File: src/flow_table_params.svh
`ifndef FLOW_TABLE_PARAMS_SVH
`define FLOW_TABLE_PARAMS_SVH

// Packet field widths
`define FT_FLOW_ID_W    32
`define FT_PCIE_ADDR_W  64
`define FT_PKT_LEN_W    16

// Table geometry
`define FT_AWIDTH       4
`define FT_WAYS         4

// Multiplicative hash
`define FT_HASH_MULT    32'h9E3779B1
`define FT_SEED0        32'd0
`define FT_SEED1        32'd1
`define FT_SEED2        32'd2
`define FT_SEED3        32'd3

// Seed of way i
`define FT_WAY_SEED(i) \
    ((i) == 0 ? `FT_SEED0 : (i) == 1 ? `FT_SEED1 : (i) == 2 ? `FT_SEED2 : `FT_SEED3)

`endif

File: src/flow_pkg.sv
`include "flow_table_params.svh"

package flow_pkg;

    // Flow identifier carried with each packet
    typedef logic [`FT_FLOW_ID_W-1:0] flow_id_t;

    // Host buffer address where zero means drop
    typedef logic [`FT_PCIE_ADDR_W-1:0] pcie_addr_t;

    typedef logic [`FT_PKT_LEN_W-1:0] pkt_len_t;

endpackage

File: src/table_pkg.sv
`include "flow_table_params.svh"

package table_pkg;

    // Slot index within one way
    typedef logic [`FT_AWIDTH-1:0] slot_addr_t;

    // One bit per way
    typedef logic [`FT_WAYS-1:0] way_mask_t;

    typedef struct packed {
        logic                 valid;
        flow_pkg::flow_id_t   flow_id;
        flow_pkg::pcie_addr_t pcie_addr;
    } entry_t;

    typedef enum logic [2:0] {
        P_IDLE,
        P_LOOKUP,
        P_UPDATE,
        P_INSERT,
        P_FULL
    } place_state_t;

endpackage

File: src/flow_way_ram.sv
`include "flow_table_params.svh"

module flow_way_ram (
    input  logic                  clk,
    input  logic                  a_hold,
    input  logic                  a_rden,
    input  table_pkg::slot_addr_t a_addr,
    output table_pkg::entry_t     a_q,
    input  logic                  b_rden,
    input  logic                  b_wren,
    input  table_pkg::slot_addr_t b_addr,
    input  table_pkg::entry_t     b_data,
    output table_pkg::entry_t     b_q
);

    localparam int DEPTH = 2 ** `FT_AWIDTH;

    // All slots start empty
    table_pkg::entry_t mem [DEPTH] = '{default: '0};
    table_pkg::entry_t a_r;
    table_pkg::entry_t b_r;

    // Lookup port is read only and freezes while held
    always_ff @(posedge clk) begin
        if (!a_hold) begin
            if (a_rden) begin
                a_r <= mem[a_addr];
            end
            a_q <= a_r;
        end
    end

    // Placement port
    always_ff @(posedge clk) begin
        if (b_wren) begin
            mem[b_addr] <= b_data;
        end
        if (b_rden) begin
            b_r <= mem[b_addr];
        end
        b_q <= b_r;
    end

endmodule

File: config.mk
export PLATFORM = sky130hd
export DESIGN_NAME = flow_way_ram
export DESIGN_NICKNAME = d
export VERILOG_FILES = /design/src/flow_pkg.sv /design/src/table_pkg.sv /design/src/flow_way_ram.sv
export VERILOG_INCLUDE_DIRS = /design/src
export SDC_FILE = /design/constraint.sdc
export NUM_CORES = 2
export LEC_CHECK = 0
export BUFFER_PORTS_ARGS = -buffer_cell sky130_fd_sc_hd__buf_2
export CAP_MARGIN = 20
export CORE_UTILIZATION = 47
export CTS_CLUSTER_SIZE = 14
export DETAILED_ROUTE_END_ITERATION = 10
export MAX_ROUTING_LAYER = met4
export PLACE_DENSITY_LB_ADDON = 0.08
export SYNTH_ARGS = -nofsm -noshare
export SYNTH_HDL_FRONTEND = slang
export SYNTH_SLANG_ARGS = --single-unit
File: constraint.sdc
create_clock -name clk -period 28.2 [get_ports clk]
set_input_delay 4.23 -clock clk [delete_from_list [all_inputs] [get_ports clk]]
set_output_delay 4.23 -clock clk [all_outputs]
set_load 0.03 [all_outputs]
---- After elaboration in Yosys (flattened, before gate mapping) ----
Memory sizes are Yosys's and may differ from the RTL's. A register that Yosys moved wholly into a read port is not among the register bits.
Index checks and enable logic that the tools add are counted.
cells by class
  reductions and logical operators ........ 1
  bitwise gates (word level) .............. 1
  multiplexer cells ....................... 2
operator list
  cell              count
  $mux 1            2
  $reduce_and 2->1  1
  $not 1->1         1
storage, ports and cells
  input port bits ......................... 110
  memories ................................ 1
  register bits ........................... 194
  output and inout bits ................... 194
  memory bits (writable) .................. 1552
  word-level logic and storage cells ...... 11
memory list
  name  words  width  rd ports  clocked after memory_dff  write ports  line                RTL
  mem   16     97     2         2                         1            flow_way_ram.sv:19  table_pkg::entry_t mem [DEPTH] = '{default: '0};

---- Logic depth before layout (Yosys ltp) ----
  depth after elaboration ................. 2
  depth in mapped cells ................... 6
  gate-level depth less buffers ........... 3

---- Worst setup path after synthesis ----
Ideal clock, no wire load.
  kind .................................... input-to-reg
  start point ............................. input b_addr[1]
  end point ............................... memory mem[0][0] in the netlist's numbering (enable)
  path buffers ............................ 3
  data required time ...................... 27.529 ns
  arrival ................................. 11.409 ns
  path slack .............................. 16.120 ns
  setup time .............................. 0.671 ns
  stages .................................. 4
  cells stage by stage .................... buf_2 -> buf_2 -> buf_1 -> nor3_1
RTL lines
  element          line                RTL
  start, declared  flow_way_ram.sv:11  input table_pkg::slot_addr_t b_addr,
  end, declared    flow_way_ram.sv:19
No word-level cell before the write port.

==> key figures <==
Place
  – IO buf count: 303
  – Routability cong.: 0.7617
  – DP HPWL: 113.6 mm

CTS
  – Total CTS buffers: 202
  – Post-CTS Setup Bufs: 0
  – Clock latency on the worst-skew pair: 0.84 ns
  – Htree depth: 4
  – Longest Clk Path Bufs: 3
  – Post-CTS Resized: 0
  – Hold buffer count at CTS: 0
  – TritonCTS clock tree: yes
  – Clock sinks: 1,940
  – Root buffer cell: clkbuf_16
  – Clock Pin Slew Worst Setup and Hold Paths: 0.06 ns

Global routing
  – Initial antenna violation count: 34
  – Global route overflow: 0
  – Vias in the first global route: 44,350
  – Total GRT Usage: 27.25%
  – First-pass GRT wire length: 322.3 mm
  – Largest net degree at the start of global routing: 100

Logic synthesis
  – Most used DFF post-synth: edfxtp_1
  – Yosys reg bits: 1,940
  – Yosys cell types: 19
  – Most common cell in the netlist: edfxtp_1
  – Largest cells by area after synthesis: edfxtp_1 (69%), mux4_2 (22%), a22oi_1 (3.6%)
  – Sequential area share after synthesis: 71.69%
  – Post-synthesis average cell area: 22.25 um2
  – Post-synth top cells: edfxtp_1 (1,843), mux4_2 (776), a22oi_1 (388), nand2_1 (195), dfxtp_1 (97)
  – Asr flop ratio synth: 0%
  – Mapped Nets: 3,701
  – Number of flops mapped to enable cells by yosys: 1,843
  – Post-synth top area share: 69.26%
  – YS warnings: 0
  – Cells after synthesis: 3,591
  – Synth area leader: edfxtp_1
  – Cell area after synthesis: 79,900 um2

Critical path
  – Register-to-Register Path Depth: 3
  – Worst EP required: 28.78 ns
  – CP Capture Point: a_r[95]$_DFFE_PP_
  – Critical path launch point: a_addr[0]
  – Worst Setup Start Kind: input pin
  – Reg2reg end: a_r[54]$_DFFE_PP_
  – CP max FO: 71
  – Worst R2R Start: mem[2][54]$_DFFE_PP_
  – Crit. End Element: register
  – R2R setup slack: 26.58 ns
  – Crit Path Category: in -> reg
  – Arr. time, crit path: 8.19 ns

Timing
  – RSZ-0062 raised after global routing: false
  – Worst-Margin Slew: 1.110 ns
  – Setup violations, final: 0
  – Crit share post-route: 26.98%
  – Final critical-path required period: 7.609 ns
  – Max Clock Skew: 0.02931 ns
  – FMAX: 0.1314 GHz
  – Final hold violation count: 0
  – Slew Viols, Final: 0
  – Relative max-transition margin: 26.00%
  – Setup TNS: 0 ns

Power and ir drop
  – Peak supply drop: 0.00006051 V
  – Power per cell area: 70.43 nW/um2
  – LEAKAGE: 29.29 nW

Routing
  – Drt initial violations: 4,082
  – DRC: 0
  – Avg Vias per Cell: 6.513
  – Final ANT Viol Nets: 0
  – WL/cell: 35.61 um
  – Initial DRT Pass Iterations: 6
  – Via Count: 41,220
  – Final wirelength: 225.4 mm

Floorplanning
  – Core Footprint: 168,000 um2
  – I/O pin count: 304
  – Die height: 414.3 um
  – Full die area: 171,700 um2
  – Initial Util: 47.57%
  – Die width: 414.3 um
  – Rows: 150

Finish
  – Final Util: 53.91%
  – Fraction of layout cells with a size suffix above 1: 36.42%
  – Layout Nets: 4,046
  – P&R area growth vs syn: 13.33%

Run status
  – Status: finished clean

Worst hold path
  – Hold crit path type: reg -> reg

Job
  – Max_cap viols: 0
report_power, final:
group / internal [mW] / total [mW] / switching, mW
clock network: 1.55 / 2.65 / 1.10
registers: 3.25 / 3.28 / 0.0353
logic: 0.173 / 0.447 / 0.275
total: 4.97 / 6.38 / 1.41
placed cells by master (no fill, tap or decap), types with 21 or more instances in the layout:
| cell | count |
|---|---|
| a22oi_1 | 388 |
| mux4_2 | 776 |
| edfxtp_1 | 1843 |
| clkinv_2 | 29 |
| buf_2 | 298 |
| clkbuf_8 | 28 |
| clkbuf_1 | 63 |
| nand2_1 | 195 |
| clkbuf_16 | 207 |
| buf_4 | 89 |
| dfxtp_1 | 97 |
| clkinv_1 | 21 |
sequential cells by signal, indices dropped and copies added, names as in the netlist:
| signal | count |
|---|---|
| a_q | 97 |
| b_q | 97 |
| b_r | 97 |
| a_r | 97 |
| mem | 1552 |
area by class of cell:
type	instances	area [um2]
diodes	16	40.04
clock buffers	298	5802
clock inverters	78	785.8
fillers	12720	77420
inverters	1	8.758
multi-input cells	1390	21450
flip-flops and latches	1940	57280
well taps	2204	2758
repair buffers	401	2426
how the worst min path moves through the flow:
stage	startpoint	end	depth (start not counted)
2_1_floorplan	b_r[0]$_DFFE_PP_	b_q[0]$_DFF_P_	0
4_1_cts	b_r[72]$_DFFE_PP_	b_q[72]$_DFF_P_	0
3_5_place_dp	b_r[69]$_DFFE_PP_	b_q[69]$_DFF_P_	0
5_1_grt	b_r[72]$_DFFE_PP_	b_q[72]$_DFF_P_	0
3_3_place_gp	b_r[72]$_DFFE_PP_	b_q[72]$_DFF_P_	0
6_report	b_r[72]$_DFFE_PP_	b_q[72]$_DFF_P_	0
worst max-delay path: stages:
cell,delay (ns)
buf_8,0.63
buf_4,0.78
buf_4,0.83
buf_4,0.61
mux4_2,0.59
a22oi_1,0.23
nand2_1,0.08
cells by family after synthesis:
group	after synthesis	synth area share, %
AO/OA/AOI/OAI	388	3.645
buffers and inverters	261	1.676
flip-flops	1940	71.69
multiplexers	776	21.87
AND/OR/NAND/NOR	226	1.113
layer usage:
layer	vias up	track usage, %	part of all wire [%]
met1	22580	34.38	39
met2	1758	45.32	52
met5	-	-	0
met3	422	4.270	6.4
met4	0	9.023	3.1
li1	16460	-	-
stage by stage:
step / cell area [um2] / setup WS (ns) / std cells / hold slack, ns / power, mW
after global placement: 83830 / 19.65 / 5932 / 0.3249 / 3.781
after global routing: 90550 / 20.15 / 6328 / 0.3434 / 6.567
final: 90550 / 20.59 / 6328 / 0.3298 / 6.378
after floorplan: 79900 / 16.12 / 3591 / 0.3233 / 3.623
after detailed placement: 83850 / 19.58 / 5933 / 0.3269 / 3.796
after CTS: 90440 / 20.49 / 6309 / 0.3358 / 6.431
Note: power is estimated with default switching activity, not from simulation.
