--- config.mk ---
export PLATFORM = sky130hd
export DESIGN_NAME = lookup_pipe
export DESIGN_NICKNAME = d
export VERILOG_FILES = /design/src/flow_pkg.sv /design/src/table_pkg.sv /design/src/flow_hash.sv /design/src/lookup_pipe.sv
export VERILOG_INCLUDE_DIRS = /design/src
export SDC_FILE = /design/constraint.sdc
export NUM_CORES = 1
export LEC_CHECK = 0
export BUFFER_PORTS_ARGS = -buffer_cell sky130_fd_sc_hd__buf_4
export CAP_MARGIN = 20
export CORE_MARGIN = 2
export CORE_UTILIZATION = 45
export DETAILED_ROUTE_END_ITERATION = 10
export GPL_TIMING_DRIVEN = 0
export PLACE_DENSITY = 0.69
export REMOVE_ABC_BUFFERS = 1
export SYNTH_ARGS = -nofsm -noshare
export SYNTH_HDL_FRONTEND = slang
export SYNTH_SLANG_ARGS = --single-unit
export TNS_END_PERCENT = 1
--- constraint.sdc ---
create_clock -name clk -period 5.2 [get_ports clk]
set_input_delay 0.52 -clock clk [delete_from_list [all_inputs] [get_ports clk]]
set_output_delay 0.52 -clock clk [all_outputs]
set_load 0.05 [all_outputs]
--- src/flow_table_params.svh ---
`ifndef FLOW_TABLE_PARAMS_SVH
`define FLOW_TABLE_PARAMS_SVH

// Packet field widths
`define FT_FLOW_ID_W    32
`define FT_PCIE_ADDR_W  64
`define FT_PKT_LEN_W    16

// Table geometry
`define FT_AWIDTH       4
`define FT_WAYS         4

// Multiplicative hash
`define FT_HASH_MULT    32'h9E3779B1
`define FT_SEED0        32'd0
`define FT_SEED1        32'd1
`define FT_SEED2        32'd2
`define FT_SEED3        32'd3

// Seed of way i
`define FT_WAY_SEED(i) \
    ((i) == 0 ? `FT_SEED0 : (i) == 1 ? `FT_SEED1 : (i) == 2 ? `FT_SEED2 : `FT_SEED3)

`endif

--- src/flow_pkg.sv ---
`include "flow_table_params.svh"

package flow_pkg;

    // Flow identifier carried with each packet
    typedef logic [`FT_FLOW_ID_W-1:0] flow_id_t;

    // Host buffer address where zero means drop
    typedef logic [`FT_PCIE_ADDR_W-1:0] pcie_addr_t;

    typedef logic [`FT_PKT_LEN_W-1:0] pkt_len_t;

endpackage

--- src/table_pkg.sv ---
`include "flow_table_params.svh"

package table_pkg;

    // Slot index within one way
    typedef logic [`FT_AWIDTH-1:0] slot_addr_t;

    // One bit per way
    typedef logic [`FT_WAYS-1:0] way_mask_t;

    typedef struct packed {
        logic                 valid;
        flow_pkg::flow_id_t   flow_id;
        flow_pkg::pcie_addr_t pcie_addr;
    } entry_t;

    typedef enum logic [2:0] {
        P_IDLE,
        P_LOOKUP,
        P_UPDATE,
        P_INSERT,
        P_FULL
    } place_state_t;

endpackage

--- src/flow_hash.sv ---
`include "flow_table_params.svh"

module flow_hash #(
    parameter logic [31:0] SEED = 32'd0
) (
    input  logic                  clk,
    input  logic                  rst,
    input  logic                  stall,
    input  flow_pkg::flow_id_t    flow_id,
    input  logic                  flow_id_valid,
    output table_pkg::slot_addr_t slot,
    output logic                  slot_valid
);

    logic [31:0] prod;
    logic        prod_valid;
    logic [15:0] folded;

    // Fold upper half into lower half
    assign folded = prod[31:16] ^ prod[15:0];

    always_ff @(posedge clk) begin
        if (rst) begin
            prod_valid <= 1'b0;
            slot_valid <= 1'b0;
        end else if (!stall) begin
            prod_valid <= flow_id_valid;
            slot_valid <= prod_valid;
        end
    end

    always_ff @(posedge clk) begin
        if (!stall) begin
            // Low 32 bits of the seeded product
            prod <= (flow_id ^ SEED) * `FT_HASH_MULT;
            slot <= folded[`FT_AWIDTH-1:0];
        end
    end

endmodule

--- src/lookup_pipe.sv ---
`include "flow_table_params.svh"

module lookup_pipe (
    input  logic                                 clk,
    input  logic                                 rst,
    input  flow_pkg::flow_id_t                   in_meta_flow_id,
    input  flow_pkg::pkt_len_t                   in_meta_pkt_len,
    input  logic                                 in_meta_valid,
    input  logic                                 out_meta_ready,
    output logic                                 rd_en,
    output logic                                 rd_hold,
    output table_pkg::slot_addr_t [`FT_WAYS-1:0] rd_addr,
    input  table_pkg::entry_t [`FT_WAYS-1:0]     rd_q,
    output flow_pkg::flow_id_t                   out_meta_flow_id,
    output flow_pkg::pkt_len_t                   out_meta_pkt_len,
    output flow_pkg::pcie_addr_t                 out_meta_addr,
    output logic                                 out_meta_valid
);

    // Acceptance to compare register
    localparam int DEPTH = 6;

    logic                                 stall;
    logic                                 accept;
    table_pkg::slot_addr_t [`FT_WAYS-1:0] slot;
    table_pkg::way_mask_t                 slot_valid;
    flow_pkg::flow_id_t                   meta_fid [DEPTH];
    flow_pkg::pkt_len_t                   meta_len [DEPTH];
    logic                                 rd_v1;
    logic                                 rd_v2;
    logic                                 cmp_valid;
    table_pkg::way_mask_t                 hit;
    table_pkg::way_mask_t                 hit_r;
    flow_pkg::pcie_addr_t                 way_addr_r [`FT_WAYS];
    flow_pkg::pcie_addr_t                 sel_addr;

    // Downstream backpressure freezes every stage
    assign stall   = !out_meta_ready;
    assign rd_hold = stall;
    assign accept  = in_meta_valid && out_meta_ready;

    for (genvar w = 0; w < `FT_WAYS; w++) begin : g_hash
        flow_hash #(
            .SEED (`FT_WAY_SEED(w))
        ) hash (
            .clk           (clk),
            .rst           (rst),
            .stall         (stall),
            .flow_id       (in_meta_flow_id),
            .flow_id_valid (accept),
            .slot          (slot[w]),
            .slot_valid    (slot_valid[w])
        );
    end

    // Metadata rides alongside hash and read latency
    always_ff @(posedge clk) begin
        if (!stall) begin
            meta_fid[0] <= in_meta_flow_id;
            meta_len[0] <= in_meta_pkt_len;
            for (int i = 1; i < DEPTH; i++) begin
                meta_fid[i] <= meta_fid[i-1];
                meta_len[i] <= meta_len[i-1];
            end
        end
    end

    always_comb begin
        for (int w = 0; w < `FT_WAYS; w++) begin
            hit[w] = rd_q[w].valid && (rd_q[w].flow_id == meta_fid[DEPTH-2]);
        end
    end

    // Lowest-numbered hitting way wins
    always_comb begin
        sel_addr = '0;
        for (int w = `FT_WAYS - 1; w >= 0; w--) begin
            if (hit_r[w]) begin
                sel_addr = way_addr_r[w];
            end
        end
    end

    always_ff @(posedge clk) begin
        if (rst) begin
            rd_en          <= 1'b0;
            rd_v1          <= 1'b0;
            rd_v2          <= 1'b0;
            cmp_valid      <= 1'b0;
            out_meta_valid <= 1'b0;
        end else if (!stall) begin
            rd_en          <= &slot_valid;
            rd_v1          <= rd_en;
            rd_v2          <= rd_v1;
            cmp_valid      <= rd_v2;
            out_meta_valid <= cmp_valid;
        end
    end

    always_ff @(posedge clk) begin
        if (!stall) begin
            rd_addr <= slot;
            hit_r   <= hit;
            for (int w = 0; w < `FT_WAYS; w++) begin
                way_addr_r[w] <= rd_q[w].pcie_addr;
            end
            out_meta_flow_id <= meta_fid[DEPTH-1];
            out_meta_pkt_len <= meta_len[DEPTH-1];
            out_meta_addr    <= sel_addr;
        end
    end

endmodule

# After elaboration in Yosys (flattened, before gate mapping)
# Memory sizes are Yosys's and may differ from the RTL's. A register that Yosys moved wholly into a read port is not among the register bits.
# Index checks and enable logic that the tools add are counted.
# Widths: inputs -> output; s select.
dict set report word_totals {
  latch_bits 0
  register_bits 187
  rom_bits 0
  wordCells 51
  n_memories 3
  ramBits 544
}
dict set report op_classes {
  reduce_logical 6
  multipliers 4
  div_mod_pow 0
  shifts 0
  mux 6
  magnitude_cmp 0
  bitwise 7
  eq_ne 4
  addsub 0
}
# memory depth word_bits rd rd_ports_with_merged_regs write_ports line
set memory_table {}
lappend memory_table {way_addr_r 4 64 4 0 4 lookup_pipe.sv:34} ;# flow_pkg::pcie_addr_t way_addr_r [`FT_WAYS];
lappend memory_table {meta_fid 6 32 6 1 6 lookup_pipe.sv:27} ;# flow_pkg::flow_id_t meta_fid [DEPTH];
lappend memory_table {meta_len 6 16 6 1 6 lookup_pipe.sv:28} ;# flow_pkg::pkt_len_t meta_len [DEPTH];
# cell count
set ops {}
lappend ops {{$mux 64} 4}
lappend ops {{$eq 32x32->1} 4}
lappend ops {{$mul 32x32->20 const B} 4}
lappend ops {{$xor 4x4->4} 4}
lappend ops {{$logic_and 1x1->1} 5}
lappend ops {{$mux 1} 2}
lappend ops {{$not 1->1} 2}
lappend ops {{$not 2->2} 1}
lappend ops {{$logic_not 1->1} 1}

# Logic depth before layout (Yosys ltp)
dict set report depth {
  ltp_word 4
  depth_mapped 22
}

# Cells and area by module
# A second synthesis with hierarchy kept.
dict set report hier_totals {
  hier_cells 2575
  hier_area_um2 37986.4
}
# mod cells_per_inst instances area_each_um2
set modules_own_cells {}
lappend modules_own_cells {lookup_pipe 1173 1 23787.8}
lappend modules_own_cells {{flow_hash (g_hash[1].hash)} 353 1 3562.2}
lappend modules_own_cells {{flow_hash (g_hash[2].hash)} 353 1 3559.7}
lappend modules_own_cells {{flow_hash (g_hash[0].hash)} 350 1 3548.4}
lappend modules_own_cells {{flow_hash (g_hash[3].hash)} 346 1 3528.4}

# Worst setup path after synthesis
# No wires, ideal clock.
dict set report synth_path {
  kind {in2reg}
  start {in in_meta_flow_id[1]}
  end {reg g_hash[0].hash.prod[19], data pin}
  stages 19
  setup_ns 0.260
  setup_slack_ns -0.457
  path_buffers 1
  arrival_time_ns 5.397
  required_ns 4.940
  cell_sequence {inv_1 > fa_1 > clkbuf_1 > or2_2 > fa_1 > fa_1 > inv_1 > fa_1 > fa_1 > inv_1 > fa_1 > inv_1 > ha_1 > nor3_1 > o21ai_0 > a211oi_1 > o21ai_0 > a31oi_1 > xnor2_1}
}
dict set report synth_via {
  elab_chain_cells 1
}
# element line
set synth_rtl {}
lappend synth_rtl {{start: declaration} lookup_pipe.sv:6} ;# input flow_pkg::flow_id_t in_meta_flow_id,
lappend synth_rtl {{$mul 32x32->20 (no line)} --}
lappend synth_rtl {{end signal: assignment} flow_hash.sv:35} ;# prod <= (flow_id ^ SEED) * `FT_HASH_MULT;
lappend synth_rtl {{end: declaration} flow_hash.sv:15} ;# logic [31:0] prod;
# No other way between the ends.
# A chain may end at the register's enable or synchronous reset.

# Worst setup path in the final report
dict set report layout_path {
  start {in in_meta_flow_id[1]}
  end {reg g_hash[2].hash.prod[19], data pin}
}
dict set report layout_via {
  elab_chain_cells 2
}
# element line
set layout_rtl {}
lappend layout_rtl {{$not 1->1 (no line)} --}
lappend layout_rtl {{$mul 32x32->20 (no line)} --}
lappend layout_rtl {{end signal: assignment} flow_hash.sv:35}
lappend layout_rtl {{end: declaration} flow_hash.sv:15}
# No other way between the ends.

==> impl_summary.md <==
Clock tree
In this run the clock root is driven by a clkbuf_16. The count of hold-fix buffers inserted at cts is 0. The clock tree from TritonCTS is yes. Counting every sink on the clock net gives 717.

The later pin in the worst-skew pair is clocked with a latency of 0.63 ns. The maximum root-to-sink buffer count is 3. The register clock-pin slew on the reported worst setup and hold paths is 0.06 ns. In this run the number of H-tree levels came out at 3. Buffers inserted during clock tree synthesis total 75.

Worst setup path
The worst setup path is launched from an input port. The critical path capture point type is a flop. The path type of the worst setup path is input port to flop. Of all nets on the critical path, the largest fanout is 5.

STA puts the critical path data required time at 5.55 ns. STA puts the critical path data arrival time at 5.53 ns.

Synthesis
The number of flops mapped to enable cells by yosys is 710. The mean instance size in the synthesized netlist is 15.1 um^2. The total of flip-flops plus latches after synthesis is 717.

During synthesis, Yosys emitted a total of 0 warnings. The gate count after technology mapping is 2234. The total standard cell area after synthesis is 33600 um^2. Synthesis instantiated 37 different standard cells from the library. After synthesis, the share of flip-flops with an asynchronous set or reset is 0%.

The most used flip-flop cell after synthesis is edfxtp_1. For this run, the register share of the synthesized area comes to 63.8%.

Cells and area
The filler cell count in the final layout is 5851. At the end of the flow, the number of nets in the layout was 3690. The final core area utilization is 57.3%. Cells with a size suffix above 1 make up 26.7% of the layout.

The synthesis-to-finish area growth is 26.4%.

Die
The chip width is 277 um. After floorplanning, the core was divided into 100 placement rows. The floorplan die area is 76900 um^2. The area of the core region is 74200 um^2.

For this configuration, the core starts out at a cell density of 45.3%. In this run the vertical extent of the chip is 277 um. The number of primary I/O pins is 571.

Placed design
Routability-driven placement finished with a final weighted congestion of 0.936. The wire-length estimate of the detail-placed layout is 69.1 mm. The number of buffer cells added on primary ports is 570.

Timing
The clock period could shrink to 5.17 ns. The setup-violating endpoint count in the final report is 0. Setup repair after global routing could not meet its margin everywhere. The transition at the pin with the smallest max-transition slack is 0.977 ns.

The worst pin sits at a relative slew slack of 34.8%. Timing would allow up to 193 MHz. Dividing the final minimum period by the clock period gives 99.5%.

The final number of max-transition violations was 0. The worst clock skew on the final layout is 0.0373 ns. The worst slack on hold paths is 0.0660 ns. The total count of hold-check failures in the final report came to 0.

Routing
In the final routed layout, each cell accounts on average for 22.8 um. The final layout contains routed wiring with a total length of 89.3 mm. The average via count per standard cell is 5.04. The final routed DRC violation total is 0. The post-detailed-route count of antenna-violating nets is 0.

The vias after detailed routing is 19700. The length of the first detailed-routing pass in iterations is 5. For this block, the initial DRC count from the detailed router was 1320.

Power and ir drop
Power spread over the standard cell area amounts to 571 nW/um^2. Summed over all cells, the static leakage comes to 17.5 nW. The combinational share of power is 47.7%.

The sequential cell fraction of total power is 31.3%. The proportion of power drawn by the clock network is 21.0%. Net switching is 36.0% of the power.

The worst-case IR drop observed on VDD is 0.648 mV. The total internal power is 15.5 mW. The net switching component of the power is 8.74 mW.

Global routing
The total grt overflow is 0. Entering global routing, the biggest net connects 141 pins. The number of global-route vias before repair is 20400.

The global-route wire length before repair is 131 mm. The number of antenna violations at the first check in global routing came to 15. The total track usage is 23.0%.

Outcome
The run finished with clean final reports.

Worst hold path
The worst hold-check path type is input port to flop.

Job
The number of maximum-capacitance violations is 0.
path summary, 6_finish.rpt:
kind | slack (ns) | end | from | depth (start not counted)
worst max-delay path | 0.03 | g_hash[2].hash.prod[19]$_DFFE_PP_ | in_meta_flow_id[1] | 20
worst min-delay path | 0.07 | way_addr_r[0][27]$_DFFE_PP_ | rd_q[27] | 1
worst max register to register | 2.86 | hit_r[0]$_DFFE_PP_ | meta_fid[4][24]$_DFFE_PP_ | 5
worst min register to register | 0.40 | meta_fid[4][14]$_DFFE_PP_ | meta_fid[3][14]$_DFFE_PP_ | 0
registers in the layout (all words and copies together) (netlist names), 4 cells and up:
name and flops:
out_meta_flow_id 32, g_hash.hash.prod 22, g_hash.hash.slot 16, hit_r 4, out_meta_pkt_len 16, meta_fid 188, out_meta_addr 64, rd_addr 16
meta_len 96, way_addr_r 256
critical path, cell delays in order:
cell and delay, ns:
buf_16 0.09, clkinvlp_4 0.12, buf_12 0.15, buf_4 0.14
buf_4 0.16, ha_4 0.32, inv_1 0.12, ha_1 0.34
fa_1 0.52, inv_1 0.08, fa_1 0.45, fa_1 0.57
fa_1 0.45, fa_1 0.42, xor2_2 0.26, xnor2_2 0.16
xnor2_1 0.16, xnor2_1 0.12, xnor2_2 0.25, xnor2_1 0.11
through the flow:
| stage | total power, mW | setup TNS [ns] | setup slack, ns | instances | instance area, um^2 |
|---|---|---|---|---|---|
| after floorplan | 14.9 | -1.87 | -0.400 | 2171 | 33400 |
| after global placement | 18.0 | -1631.64 | -2.62 | 3710 | 38900 |
| after detailed placement | 18.2 | -23.21 | -1.77 | 3730 | 39400 |
| after CTS | 24.3 | -0.00717 | -0.00717 | 3880 | 42200 |
| after global routing | 26.0 | -0.231 | -0.101 | 3911 | 42500 |
| final | 24.3 | 0 | 0.0271 | 3911 | 42500 |
cells in the final DEF, fill, tap and decap left out, types with 19 or more instances in the layout:
cell type  instances
edfxtp_1         710
buf_4            591
inv_1            364
ha_1             204
xnor2_1          169
fa_1             165
nor2_1            84
a21oi_1           81
clkbuf_16         75
nand2_1           73
o21ai_0           69
a22oi_1           63
xor2_1            43
nand4_1           28
buf_16            21
clkbuf_1          19
final cells by class:
type	instances	area, um^2	area share [%]
Timing Repair Buffer	623	5200	12.2
Tap cell	969	1210	2.85
Sequential cell	717	21500	50.5
Clock buffer	94	1950	4.59
Antenna cell	15	37.5	0.0883
Multi-Input combinational cell	1081	10800	25.4
Inverter	373	1410	3.32
Clock inverter	39	418	0.984
synthesized netlist by cell type (2+ instances only):
library cell,count,area (um^2)
nand2b_1,2,12.5
a22oi_1,63,473
xnor2_1,175,1530
a21oi_1,84,420
mux2i_1,7,70.1
nor3_1,3,15.0
a41oi_1,3,26.3
nor2b_1,4,25.0
or2_2,4,25.0
edfxtp_1,710,21300
inv_1,373,1400
nand3_1,9,45.0
a31oi_1,2,12.5
fa_1,169,3380
clkbuf_1,60,225
nand4_1,28,175
nor4_1,12,75.1
xnor3_2,2,47.6
ha_1,210,2630
nand2_1,73,274
nor2_1,86,323
o21ai_0,76,380
a211oi_1,4,30.0
xor2_1,45,394
dfxtp_1,7,140
o21a_1,3,22.5
a21o_1,8,60.1
buf_1,3,11.3
kinds of logic (layout without fill, tap and decap cells):
group           count (synthesis)  after routing  synth area share (%)
mux                             7              7                 0.208
simple gates                  223            223                  2.94
xor+xnor                      222            222                  5.87
fa+ha+maj                     379            379                  17.9
other cells                     0             15                     0
buf+inv                       436           1129                  4.87
compound gates                250            250                  4.41
flops                         717            717                  63.8
repair_timing:
action                     in CTS  in global routing
buffers inserted               17                 16
pin swaps                      13                 27
gates resized for setup        52                 31
setup endpoints to repair      16                 13
layer usage:
metal	part of all wire, %	track usage (%)
met5	0	0
met4	4.2	10.3
met3	7.1	5.26
met2	49	38.2
met1	40	29.0
power by group through the flow:
| stage | logic [mW] | clock network, mW | registers [mW] |
|---|---|---|---|
| finish | 11.6 | 5.10 | 7.59 |
| global route | 12.9 | 5.46 | 7.64 |
| CTS | 11.4 | 5.24 | 7.59 |
| detailed placement | 10.4 | 0 | 7.71 |
| global placement | 10.2 | 0 | 7.78 |
| floorplan | 6.94 | 0 | 7.95 |
Note: power is estimated with default switching activity, not from simulation.
