[src/flow_table_params.svh]
`ifndef FLOW_TABLE_PARAMS_SVH
`define FLOW_TABLE_PARAMS_SVH

// Packet field widths
`define FT_FLOW_ID_W    32
`define FT_PCIE_ADDR_W  64
`define FT_PKT_LEN_W    16

// Table geometry
`define FT_AWIDTH       4
`define FT_WAYS         4

// Multiplicative hash
`define FT_HASH_MULT    32'h9E3779B1
`define FT_SEED0        32'd0
`define FT_SEED1        32'd1
`define FT_SEED2        32'd2
`define FT_SEED3        32'd3

// Seed of way i
`define FT_WAY_SEED(i) \
    ((i) == 0 ? `FT_SEED0 : (i) == 1 ? `FT_SEED1 : (i) == 2 ? `FT_SEED2 : `FT_SEED3)

`endif

[src/flow_pkg.sv]
`include "flow_table_params.svh"

package flow_pkg;

    // Flow identifier carried with each packet
    typedef logic [`FT_FLOW_ID_W-1:0] flow_id_t;

    // Host buffer address where zero means drop
    typedef logic [`FT_PCIE_ADDR_W-1:0] pcie_addr_t;

    typedef logic [`FT_PKT_LEN_W-1:0] pkt_len_t;

endpackage

[src/table_pkg.sv]
`include "flow_table_params.svh"

package table_pkg;

    // Slot index within one way
    typedef logic [`FT_AWIDTH-1:0] slot_addr_t;

    // One bit per way
    typedef logic [`FT_WAYS-1:0] way_mask_t;

    typedef struct packed {
        logic                 valid;
        flow_pkg::flow_id_t   flow_id;
        flow_pkg::pcie_addr_t pcie_addr;
    } entry_t;

    typedef enum logic [2:0] {
        P_IDLE,
        P_LOOKUP,
        P_UPDATE,
        P_INSERT,
        P_FULL
    } place_state_t;

endpackage

[src/flow_hash.sv]
`include "flow_table_params.svh"

module flow_hash #(
    parameter logic [31:0] SEED = 32'd0
) (
    input  logic                  clk,
    input  logic                  rst,
    input  logic                  stall,
    input  flow_pkg::flow_id_t    flow_id,
    input  logic                  flow_id_valid,
    output table_pkg::slot_addr_t slot,
    output logic                  slot_valid
);

    logic [31:0] prod;
    logic        prod_valid;
    logic [15:0] folded;

    // Fold upper half into lower half
    assign folded = prod[31:16] ^ prod[15:0];

    always_ff @(posedge clk) begin
        if (rst) begin
            prod_valid <= 1'b0;
            slot_valid <= 1'b0;
        end else if (!stall) begin
            prod_valid <= flow_id_valid;
            slot_valid <= prod_valid;
        end
    end

    always_ff @(posedge clk) begin
        if (!stall) begin
            // Low 32 bits of the seeded product
            prod <= (flow_id ^ SEED) * `FT_HASH_MULT;
            slot <= folded[`FT_AWIDTH-1:0];
        end
    end

endmodule

[src/placement_fsm.sv]
`include "flow_table_params.svh"

module placement_fsm (
    input  logic                                 clk,
    input  logic                                 rst,
    input  flow_pkg::flow_id_t                   in_control_flow_id,
    input  flow_pkg::pcie_addr_t                 in_control_addr,
    input  logic                                 in_control_valid,
    output logic                                 in_control_ready,
    output logic                                 rd_en,
    output table_pkg::slot_addr_t [`FT_WAYS-1:0] addr,
    input  table_pkg::entry_t [`FT_WAYS-1:0]     q,
    output table_pkg::way_mask_t                 wr_en,
    output table_pkg::entry_t                    wr_data,
    output logic                                 out_control_done,
    output logic                                 out_control_full
);

    table_pkg::place_state_t              state;
    logic                                 busy;
    table_pkg::slot_addr_t [`FT_WAYS-1:0] slot;
    table_pkg::way_mask_t                 slot_valid;
    flow_pkg::flow_id_t                   req_fid [2];
    flow_pkg::pcie_addr_t                 req_addr [2];
    table_pkg::entry_t                    pend;
    logic                                 rd_v1;
    logic                                 rd_v2;
    table_pkg::way_mask_t                 hit;
    table_pkg::way_mask_t                 empty;
    table_pkg::way_mask_t                 hit_r;
    table_pkg::way_mask_t                 empty_r;

    assign in_control_ready = !busy;
    assign wr_data          = pend;

    // Hashes and delay line hold while a request is in service
    for (genvar w = 0; w < `FT_WAYS; w++) begin : g_hash
        flow_hash #(
            .SEED (`FT_WAY_SEED(w))
        ) hash (
            .clk           (clk),
            .rst           (rst),
            .stall         (busy),
            .flow_id       (in_control_flow_id),
            .flow_id_valid (in_control_valid && !busy),
            .slot          (slot[w]),
            .slot_valid    (slot_valid[w])
        );
    end

    always_ff @(posedge clk) begin
        if (!busy) begin
            req_fid[0]  <= in_control_flow_id;
            req_addr[0] <= in_control_addr;
            req_fid[1]  <= req_fid[0];
            req_addr[1] <= req_addr[0];
        end
    end

    always_comb begin
        for (int w = 0; w < `FT_WAYS; w++) begin
            hit[w]   = q[w].valid && (q[w].flow_id == pend.flow_id);
            empty[w] = !q[w].valid;
        end
    end

    // Pending entry, its slots and the read result masks
    always_ff @(posedge clk) begin
        if (state == table_pkg::P_IDLE && (&slot_valid)) begin
            addr           <= slot;
            pend.valid     <= 1'b1;
            pend.flow_id   <= req_fid[1];
            pend.pcie_addr <= req_addr[1];
        end
        if (state == table_pkg::P_LOOKUP && rd_v2) begin
            hit_r   <= hit;
            empty_r <= empty;
        end
    end

    always_ff @(posedge clk) begin
        if (rst) begin
            state            <= table_pkg::P_IDLE;
            busy             <= 1'b0;
            rd_en            <= 1'b0;
            rd_v1            <= 1'b0;
            rd_v2            <= 1'b0;
            wr_en            <= '0;
            out_control_done <= 1'b0;
            out_control_full <= 1'b0;
        end else begin
            rd_en            <= 1'b0;
            rd_v1            <= rd_en;
            rd_v2            <= rd_v1;
            wr_en            <= '0;
            out_control_done <= 1'b0;
            out_control_full <= 1'b0;

            case (state)
                table_pkg::P_IDLE: begin
                    if (&slot_valid) begin
                        rd_en <= 1'b1;
                        busy  <= 1'b1;
                        state <= table_pkg::P_LOOKUP;
                    end
                end

                // Slots arrive two cycles after the read
                table_pkg::P_LOOKUP: begin
                    if (rd_v2) begin
                        if (hit != '0) begin
                            state <= table_pkg::P_UPDATE;
                        end else if (empty != '0) begin
                            state <= table_pkg::P_INSERT;
                        end else begin
                            state <= table_pkg::P_FULL;
                        end
                    end
                end

                table_pkg::P_UPDATE, table_pkg::P_INSERT, table_pkg::P_FULL: begin
                    out_control_done <= 1'b1;
                    busy             <= 1'b0;
                    state            <= table_pkg::P_IDLE;
                    // Lowest set bit picks the way
                    if (state == table_pkg::P_UPDATE) begin
                        wr_en <= hit_r & (~hit_r + 1'b1);
                    end else if (state == table_pkg::P_INSERT) begin
                        wr_en <= empty_r & (~empty_r + 1'b1);
                    end else begin
                        out_control_full <= 1'b1;
                    end
                end

                default: begin
                    state <= table_pkg::P_IDLE;
                end
            endcase
        end
    end

endmodule

[config.mk]
export PLATFORM = sky130hd
export DESIGN_NAME = placement_fsm
export DESIGN_NICKNAME = d
export VERILOG_FILES = /design/src/flow_pkg.sv /design/src/table_pkg.sv /design/src/flow_hash.sv /design/src/placement_fsm.sv
export VERILOG_INCLUDE_DIRS = /design/src
export SDC_FILE = /design/constraint.sdc
export NUM_CORES = 1
export LEC_CHECK = 0
export BUFFER_PORTS_ARGS = -buffer_cell sky130_fd_sc_hd__buf_2
export CAP_MARGIN = 5
export CORE_AREA = 2 2 234 236
export DETAILED_ROUTE_END_ITERATION = 6
export DIE_AREA = 0 0 236 238
export HOLD_SLACK_MARGIN = 0.12
export PLACE_DENSITY_LB_ADDON = 0.1
export SYNTH_ARGS = -nofsm -noshare
export SYNTH_HDL_FRONTEND = slang
export SYNTH_SLANG_ARGS = --single-unit
[constraint.sdc]
create_clock -name clk -period 9.25 [get_ports clk]
set_input_delay 0.925 -clock clk [delete_from_list [all_inputs] [get_ports clk]]
set_output_delay 0.925 -clock clk [all_outputs]
set_load 0.005 [all_outputs]
# Word level (Yosys, flattened, before mapping)
# Memory sizes are Yosys's and may differ from the RTL's. A register that Yosys moved wholly into a read port is not among the register bits.
# Index checks and enable logic that the tools add are counted.
# totals
register_bits	135
latch_bits	0
ramBits	192
rom_bits	0
inputBits	487
out_inout_bits	121
word_cells	90
mem_count	2
# memory_table
memory	depth	width	read_ports	rd_clocked_by_memory_dff	write_ports	line	source
req_addr	2	64	2	1	2	placement_fsm.sv:24	flow_pkg::pcie_addr_t req_addr [2];
req_fid	2	32	2	1	2	placement_fsm.sv:23	flow_pkg::flow_id_t req_fid [2];
# op_classes
n_addsub	2
mul	4
div	0
magnitude_cmp	0
eq_ne	10
shifts	0
mux	13
bitwise_logic	13
n_reduce_logical	22
# op_table
cell	count
32-bit == test	4
32-bit by 32-bit multiplier with 20-bit output (second input constant)	4
4-bit bitwise XOR	4
3-bit 2-to-1 mux	4
4-bit by 1-bit adder with 4-bit output (second input constant)	2
4-bit AND	2
4-bit 2-to-1 mux	2
4-bit inverter	2
4-bit nonzero test	2
1-bit logical AND	7
3-bit by 2-bit == test with 1-bit output (second input constant)	2
3-bit case mux with 2 select lines	1
3-bit OR reduction	2
1-bit logical NOT	5
1-bit 2-to-1 mux	5
1-bit inverter	4
2-bit AND reduction	2
2-bit OR reduction	2
3-bit by 1-bit == test with 1-bit output (second input constant)	1
3-bit == test (second input constant)	1
3-bit logical NOT	1
2-bit by 1-bit inequality test with 1-bit output (second input constant)	1
2-bit inequality test (second input constant)	1
2-bit inverter	1
2 further kinds	2

# Depth between registers and ports, before layout
# Gate-level depths: netlist of run 1.
# logic_depth
depth_word	6
mapped_depth	21
ltp_nobuf	21

# Modules after synthesis
# From an unflattened synthesis of run 1, not the netlist that was laid out.
# unflattened
cells_unflattened	1968
area_unflattened_um2	25602.1
# by_module_without_submodules
module	instances	cells_each	area_each_um2	seq_area_each_um2
placement_fsm	1	553	11339.6	9629.2
flow_hash (g_hash[2].hash)	1	357	3578.4	400.4
flow_hash (g_hash[3].hash)	1	355	3573.4	400.4
flow_hash (g_hash[1].hash)	1	353	3562.2	400.4
flow_hash (g_hash[0].hash)	1	350	3548.4	400.4

# Worst setup path after synthesis of run 1
# Ideal clock, no wire load.
# synth_timing
path_type	reg2reg
from	register state[0]
to	register addr[0] in the netlist's numbering, enable pin
setup_ns	0.721
arrival_ns	8.230
required_time_ns	8.529
path_slack_ns	0.299
stages_incl_launch_ff	4
path_buffers	1
period_less_slack_ns	8.951
cell_sequence	dfxtp_1 -> clkbuf_1 -> nand2b_1 -> nor3_1
# synth_between
elab_chain_len	2
# synth_lines
item	line	source
from (decl)	placement_fsm.sv:19	table_pkg::place_state_t state;
from (signal assigned)	placement_fsm.sv:83	state <= table_pkg::P_IDLE;
from (signal assigned)	placement_fsm.sv:104	state <= table_pkg::P_LOOKUP;
from (signal assigned)	placement_fsm.sv:112	state <= table_pkg::P_UPDATE;
3-bit logical NOT	placement_fsm.sv:69	if (state == table_pkg::P_IDLE && (&slot_valid)) begin
1-bit logical AND	placement_fsm.sv:69	
to (signal assigned)	placement_fsm.sv:70	addr <= slot;
to (decl)	placement_fsm.sv:11	output table_pkg::slot_addr_t [`FT_WAYS-1:0] addr,
# Every way passes these cells.
# A chain may end at the register's enable or synchronous reset.

# Final worst setup path of run 1
# layout_timing
from	input port in_control_flow_id[0]
to	register g_hash[3].hash.prod[19], data pin
# layout_between
elab_chain_len	2
# layout_lines
item	line	source
from (decl)	placement_fsm.sv:6	input flow_pkg::flow_id_t in_control_flow_id,
2-bit inverter (no line)	-	
32-bit by 32-bit multiplier with 20-bit output (no line)	-	
to (signal assigned)	flow_hash.sv:35	prod <= (flow_id ^ SEED) * `FT_HASH_MULT;
to (decl)	flow_hash.sv:15	logic [31:0] prod;
# Every way passes these cells.

==> qor.csv, run 1 <==
stage,metric,value,unit
final_layout,Fill cells,4924,
synthesis,simple-gate share of the synthesized area,0.0311,
clocking,CTS resizes,0,
power_and_ir_drop,cell leakage power,0.0113,uW
placed_design,Port Buf Inserts,350,
die,Vert. Die Dim,238,um
power_and_ir_drop,Logic pwr share,0.589,
setup_path,worst reg2reg path endpoint,state[0],
hold_path,Hold EP,wr_data[81],
setup_path,R2R cell count,7,
clocking,"Clk Latency, worst-skew pair",560,ps
die,Ports,608,
grt,All-Layer GR Usage,0.216,
timing,Final period util,0.726,
grt,initial antenna violation count,4,
routing,Detailed Route WL,59.8,mm
timing,final-report hold violation count,0,
final_layout,Layout Nets,2777,
outcome,status,finished clean,
timing,RSZ-0062 raised after global routing,no,
die,FP Rows,85,
final_layout,share of layout cells above drive strength 1,0.219,
clocking,clock slew at reported path FFs,60,ps
timing,Fin Setup TNS,0,ps
clocking,Setup Buffers After CTS,0,
setup_path,Critical R2R Launch,wr_data[68],
power_and_ir_drop,switching portion of total power,0.400,
synthesis,Gate Count Post-Synth,1536,
timing,final setup fails,0,
power_and_ir_drop,Clk pwr share,0.161,
grt,largest net degree at the start of global routing,96,
synthesis,Synth Area per Inst,13.9,sq um
synthesis,XOR/XNOR share of the synthesized area,0.0907,
synthesis,Netlist cell types,45,
clocking,clk sink count,361,
setup_path,R2R setup slack,6630,ps
placed_design,GPL Wtd Cong,0.886,
grt,first-pass GRT wire length,87.4,mm
setup_path,required time of the critical path,9540,ps
routing,First-pass DRT Iterations,4,
timing,"Slew Viols, Final",0,
grt,"Remaining Overflow, GRT",0,
routing,WL/cell,22.7,um
power_and_ir_drop,maximum VDD drop,311,uV
synthesis,"EDFF count, synth",346,
routing,vias post-DR,12400,
grt,vias in the first global route,13500,
die,die area,56200,sq um
power_and_ir_drop,Seq pwr share,0.250,
synthesis,Yosys reg bits,361,
routing,Routed met1 length,23.8,mm
synthesis,mux cell area share after synthesis,0.00141,
synthesis,post-synthesis compound-gate area fraction,0.0209,
clocking,Max clock buf depth,3,
hold_path,Hold Crit Start,req_fid[1][17],
final_layout,P&R area growth vs syn,18.0,%
clocking,clk root buf,clkbuf_16,
setup_path,Worst setup SP type,input port,
routing,Post-DRT Antenna Nets,0,
routing,routed wl met3,2.02,mm
power_and_ir_drop,cell internal pwr,5580,uW
power_and_ir_drop,Psw,3720,uW
synthesis,Synth Area in Adders,0.283,
timing,Worst-Margin Slew,1010,ps
die,starting density of the core,0.398,
synthesis,ys async rst share,0,
routing,DR DRC count,0,
timing,achievable frequency,149,MHz
synthesis,"Top FF cell, synth",edfxtp_1,
setup_path,Critical Path AT,7010,ps
synthesis,Synth Warn #,0,
clocking,H-tree depth,2,
synthesis,largest family of logic cells by synthesized area,adder cells,
setup_path,"critical path fanouts, max",16,
timing,clock skew,31.7,ps
synthesis,Post-Synthesis Cell Area,21300,sq um
final_layout,Util after Layout,0.469,
power_and_ir_drop,PwrDens,370,nW/um^2
die,die width,236,um
hold_path,Hold Path Stages,0,
clocking,CTS tree,done,
hold_path,Hold Crit Class,flip-flop to flip-flop,
timing,Period minus WS final,6710,ps
clocking,CTS Buf Count,39,
timing,Rel. slew slack,0.323,
setup_path,crit path capture type,flip-flop,
routing,top layer in use,met5,
clocking,hold_buf cts,0,
synthesis,syn nets,2401,
routing,initial drt markers,626,
run,max_cap viols,0,
routing,met2 WL,32.3,mm
die,core footprint,53500,sq um
synthesis,sequential fraction of the synthesis area,0.502,
routing,Vias/cell,4.68,
setup_path,critical path class,input port to flip-flop,
placed_design,HPWL after DPL,49.1,mm
-- worst max-delay path by stage --
stage | start | end | slack [ps] | cells past startpoint
floorplan | state[0] | addr[0] | 300 | 3
global placement | in_control_flow_id[0] | g_hash[3].hash.prod[19] | 1940 | 17
detailed placement | in_control_flow_id[0] | g_hash[3].hash.prod[19] | 1900 | 20
CTS | in_control_flow_id[0] | g_hash[3].hash.prod[19] | 2480 | 20
global route | in_control_flow_id[0] | g_hash[3].hash.prod[19] | 2280 | 20
finish | in_control_flow_id[0] | g_hash[3].hash.prod[19] | 2540 | 20
-- placed cells by master, fill, tap and decap left out, types with 3 or more instances in the layout --
master / n
inv_6: 4
xor2_1: 46
nand2b_1: 7
nor3_1: 13
clkinv_1: 7
xnor2_1: 165
nor4_1: 9
inv_1: 376
nand3_1: 8
nand4_1: 31
mux2i_1: 3
nor2b_1: 3
buf_4: 5
fa_1: 173
clkbuf_1: 9
o21ai_1: 3
o21ai_0: 5
xnor2_2: 5
clkbuf_16: 39
clkinv_2: 5
edfxtp_1: 346
dfxtp_1: 15
ha_1: 205
and4_1: 3
or2_2: 5
o22ai_1: 3
a221o_1: 3
buf_2: 350
nor2_1: 27
a21o_1: 12
a21oi_1: 14
a211oi_1: 3
nand2_1: 8
-- state kept, by name, indices dropped and copies added, names as in the netlist, 3 cells and up --
signal and flops:
wr_data 96, g_hash.hash.prod 22, empty_r 4, state 3
g_hash.hash.slot 16, wr_en 4, req_addr 128, addr 16
hit_r 4, req_fid 60
-- power groups by stage --
stage	Clock [uW]	Combinational [uW]	Sequential (uW)
floorplan	0	4030	2340
global placement	0	5420	2350
detailed placement	0	5550	2360
CTS	1540	5590	2330
global route	1600	6230	2340
finish	1500	5480	2320
-- worst max-delay path, cell delays in order --
cell and delay, ps:
buf_2 440, inv_1 530, fa_1 740, inv_1 80
ha_1 300, ha_1 310, inv_1 60, fa_1 550
inv_1 70, fa_1 530, inv_1 50, fa_1 520
inv_1 60, ha_1 310, and4_1 190, a221o_1 390
o21ai_1 320, a21oi_1 220, o41ai_2 280, xnor2_1 100
-- stage by stage --
step | instance area [sq um] | worst slack (ps) | cells | hold WS, ps | total power, uW
finish | 25100 | 2540 | 2640 | 399 | 9300
global route | 25100 | 2280 | 2639 | 409 | 10200
CTS | 25100 | 2480 | 2638 | 397 | 9460
detailed placement | 23900 | 1900 | 2567 | 405 | 7900
global placement | 23900 | 1940 | 2567 | 400 | 7770
floorplan | 21300 | 299 | 1536 | 400 | 6370
-- cells by family (layout without fill, tap and decap cells) --
group | after synthesis | count (layout)
DFF | 361 | 361
adders and majority gates | 378 | 378
buffers and inverters | 397 | 803
muxes | 3 | 3
other | 1 | 3
AOI/OAI and AO/OA | 59 | 59
xor gates and xnor gates | 216 | 216
and+or+nand+nor | 121 | 121
-- synth_stat cells (all sizes together) (3+ instances only) --
| cell | instances | share of area |
|---|---|---|
| xnor2 | 170 | 0.072 |
| o22ai | 3 | 0.00088 |
| mux2i | 3 | 0.0014 |
| ha | 205 | 0.12 |
| edfxtp | 346 | 0.49 |
| dfxtp | 15 | 0.014 |
| nand3 | 8 | 0.0019 |
| a221o | 3 | 0.0014 |
| a211oi | 4 | 0.0016 |
| and4 | 3 | 0.0012 |
| nand2 | 8 | 0.0014 |
| o21ai | 8 | 0.0019 |
| a21o | 12 | 0.0042 |
| nor2b | 3 | 0.00088 |
| nand2b | 7 | 0.0021 |
| a21oi | 14 | 0.0033 |
| inv | 377 | 0.066 |
| nor3 | 14 | 0.0033 |
| nand4 | 31 | 0.0091 |
| fa | 173 | 0.16 |
| nor4 | 9 | 0.0026 |
| xor2 | 46 | 0.019 |
| nor2 | 27 | 0.0048 |
| or2 | 5 | 0.0015 |
| clkbuf | 19 | 0.0034 |
-- cell type report --
| cell class | count | area, sq um | share of cell area |
|---|---|---|---|
| diodes | 2 | 5.00 | 0.000199 |
| clock buffers | 49 | 1020 | 0.0408 |
| clock inverters | 22 | 209 | 0.00832 |
| inverters | 377 | 1420 | 0.0566 |
| multi-input cells | 778 | 9100 | 0.362 |
| flip-flops and latches | 361 | 10700 | 0.426 |
| well taps | 696 | 871 | 0.0347 |
| repair buffers | 355 | 1790 | 0.0712 |
-- metal layers --
metal,GRT usage,up-vias
met5,0,-
li1,-,5770
met2,0.409,279
met4,0.0666,2
met1,0.255,6229
met3,0.0253,73
Note: power is estimated with default switching activity, not from simulation.
==> run 2, diff against run 1 <==
==> constraint.sdc (replaced) <==
create_clock -name clk -period 5.8 [get_ports clk]
set_input_delay 0.58 -clock clk [delete_from_list [all_inputs] [get_ports clk]]
set_output_delay 0.58 -clock clk [all_outputs]
set_load 0.005 [all_outputs]
==> run 2 against run 1 <==
Effect of this change:
- first-iteration DRC count down 14%
- sequential share of layout area fell by 1.3 points
- count of clock-buffer cells in the layout shrank 5
- sequential cell count stayed put
- non-clock buffer count grew 90
- clock skew rose by 2.4 ps
- hold slack got worse by 220 ps
- routed wire length up 0.24%
- via count up 2.2%
- sequential power grew 59%
- utilization increased by 1.5 points
- die area is the same
- critical endpoint is now g_hash[0].hash.prod[19]
- highest routed layer unchanged
==> qor.csv, run 2 (synthesized netlist as in run 1, its figures left out) <==
stage,metric,value,unit
outcome,status,finished clean,
placed_design,cell count after placement,2657,
routing,Vias/cell,4.63,
routing,Detailed Route WL,59.9,mm
clocking,Setup Buffers After CTS,0,
hold_path,Hold Crit Start,in_control_addr[54],
clocking,CTS Buf Count,39,
clocking,clk sink count,361,
timing,final-report hold violation count,0,
timing,Final period util,0.968,
power_and_ir_drop,maximum VDD drop,508,uV
timing,final hold slack,183,ps
timing,"crit path setup slack, layout",183,ps
grt,"Remaining Overflow, GRT",0,
run,max_cap viols,0,
setup_path,"critical path fanouts, max",3,
routing,vias post-DR,12600,
hold_path,Hold EP,req_addr[0][54],
clocking,"Clk Latency, worst-skew pair",570,ps
timing,Rel. slew slack,0.307,
final_layout,max reg flops,128,
final_layout,share of layout cells above drive strength 1,0.258,
final_layout,largest register by flop count,req_addr,
final_layout,Layout Nets,2867,
setup_path,CP peak stage delay,650,ps
hold_path,Hold Path Stages,1,
die,starting density of the core,0.398,
clocking,clk root buf,clkbuf_16,
placed_design,GPL Wtd Cong,0.876,
setup_path,critical path's slowest cell,fa_1,
power_and_ir_drop,cell leakage power,0.0117,uW
clocking,hold_buf cts,0,
grt,initial antenna violation count,3,
setup_path,worst path buffer plus inverter count,3,
setup_path,most frequent CP cell,fa_1,
setup_path,crit path capture type,flip-flop,
routing,initial drt markers,538,
clocking,clock slew at reported path FFs,70,ps
clocking,CTS resizes,0,
timing,"Slew Viols, Final",0,
setup_path,Worst setup SP type,input port,
routing,WL/cell,22.0,um
timing,RSZ-0062 raised after global routing,no,
timing,Period minus WS final,5620,ps
timing,achievable frequency,178,MHz
setup_path,Critical R2R Launch,wr_data[71],
timing,Worst-Margin Slew,1030,ps
setup_path,R2R cell count,7,
routing,DR DRC count,0,
power_and_ir_drop,PwrDens,611,nW/um^2
setup_path,R2R setup slack,3390,ps
setup_path,CP Cell Sequence,buf_2 -> fa_1 -> fa_1 -> inv_1 -> fa_1 -> fa_1 -> fa_1 -> fa_1 -> fa_1 -> xnor2_2 -> xnor2_1 -> xnor2_1 -> xnor2_1 -> xnor2_1 -> xnor2_1 -> buf_4 -> xnor2_1,
placed_design,pre-CTS setup slack,-514,ps
setup_path,critical path class,input port to flip-flop,
timing,final setup fails,0,
grt,first-pass GRT wire length,86.9,mm
clocking,CTS tree,done,
die,core footprint,53500,sq um
grt,largest net degree at the start of global routing,101,
routing,Post-DRT Antenna Nets,0,
setup_path,Worst path top cell family by delay,adder cells,
final_layout,"most common cell after layout, fill and taps aside",inv_1,
final_layout,"commonest non-fill, non-tap cells in the layout","376 x inv_1, 350 x buf_2, 346 x edfxtp_1",
setup_path,worst reg2reg path endpoint,state[0],
final_layout,Non-Filler Instances,2728,
final_layout,Final Cell Area,25900,sq um
die,die width,236,um
setup_path,Critical Path AT,5900,ps
routing,First-pass DRT Iterations,5,
die,die area,56200,sq um
die,FP Rows,85,
setup_path,crit path launch,in_control_flow_id[5],
grt,All-Layer GR Usage,0.215,
placed_design,Placed Area,24600,sq um
placed_design,Port Buf Inserts,350,
hold_path,Hold Crit Class,input port to flip-flop,
clocking,Max clock buf depth,3,
die,Ports,608,
grt,vias in the first global route,13700,
placed_design,HPWL after DPL,50.1,mm
clocking,H-tree depth,2,
final_layout,P&R area growth vs syn,21.8,%
timing,clock skew,34.1,ps
die,Vert. Die Dim,238,um
setup_path,required time of the critical path,6080,ps
-- run 2: changes by cell type in the layout (fill, tap and decap cells not counted), moves of 2 or more --
cell	delta
buf_4	+88
bufinv_16	+2
buf_12	+2
clkbuf_1	-5
clkinv_1	-3
clkinvlp_4	+3
inv_6	-2
-- run 2: worst max-delay path by stage --
stage	endpoint	slack (ps)	cells after the start
after floorplan	g_hash[0].hash.prod[18]	280	17
after global routing	g_hash[0].hash.prod[19]	40	17
after detailed placement	g_hash[0].hash.prod[19]	-510	17
final	g_hash[0].hash.prod[19]	180	17
after global placement	g_hash[0].hash.prod[19]	-470	17
after CTS	g_hash[0].hash.prod[19]	70	17
-- run 2: power by group --
| part | switching [uW] | internal [uW] | leakage (uW) | total, uW |
|---|---|---|---|---|
| logic | 4980 | 4640 | 0.00753 | 9620 |
| registers | 114 | 3590 | 0.00357 | 3700 |
| clock network | 1060 | 1460 | 0.000635 | 2520 |
-- run 2: stage by stage --
| step | total power, uW | util | setup TNS (ps) |
|---|---|---|---|
| floorplan | 10200 | - | 0 |
| global placement | 13300 | 0.460 | -3230 |
| detailed placement | 13500 | 0.460 | -3560 |
| CTS | 16100 | 0.484 | 0 |
| global route | 17300 | 0.484 | 0 |
| finish | 15800 | 0.485 | 0 |
-- run 2: final cells by class --
class	instances	area, sq um
Sequential cell	361	10700
Clock buffer	44	1000
Fill cell	4828	27600
Timing Repair Buffer	445	2490
Inverter	377	1420
Antenna cell	1	2.50
Tap cell	696	871
Multi-Input combinational cell	778	9120
Clock inverter	26	322
-- run 2: per-layer routing --
metal	global-route usage	up-vias	share of wire
met2	0.413	289	0.54
li1	-	5949	-
met5	0	-	0.00045
met1	0.251	6321	0.40
met4	0.0623	4	0.026
met3	0.0246	66	0.036
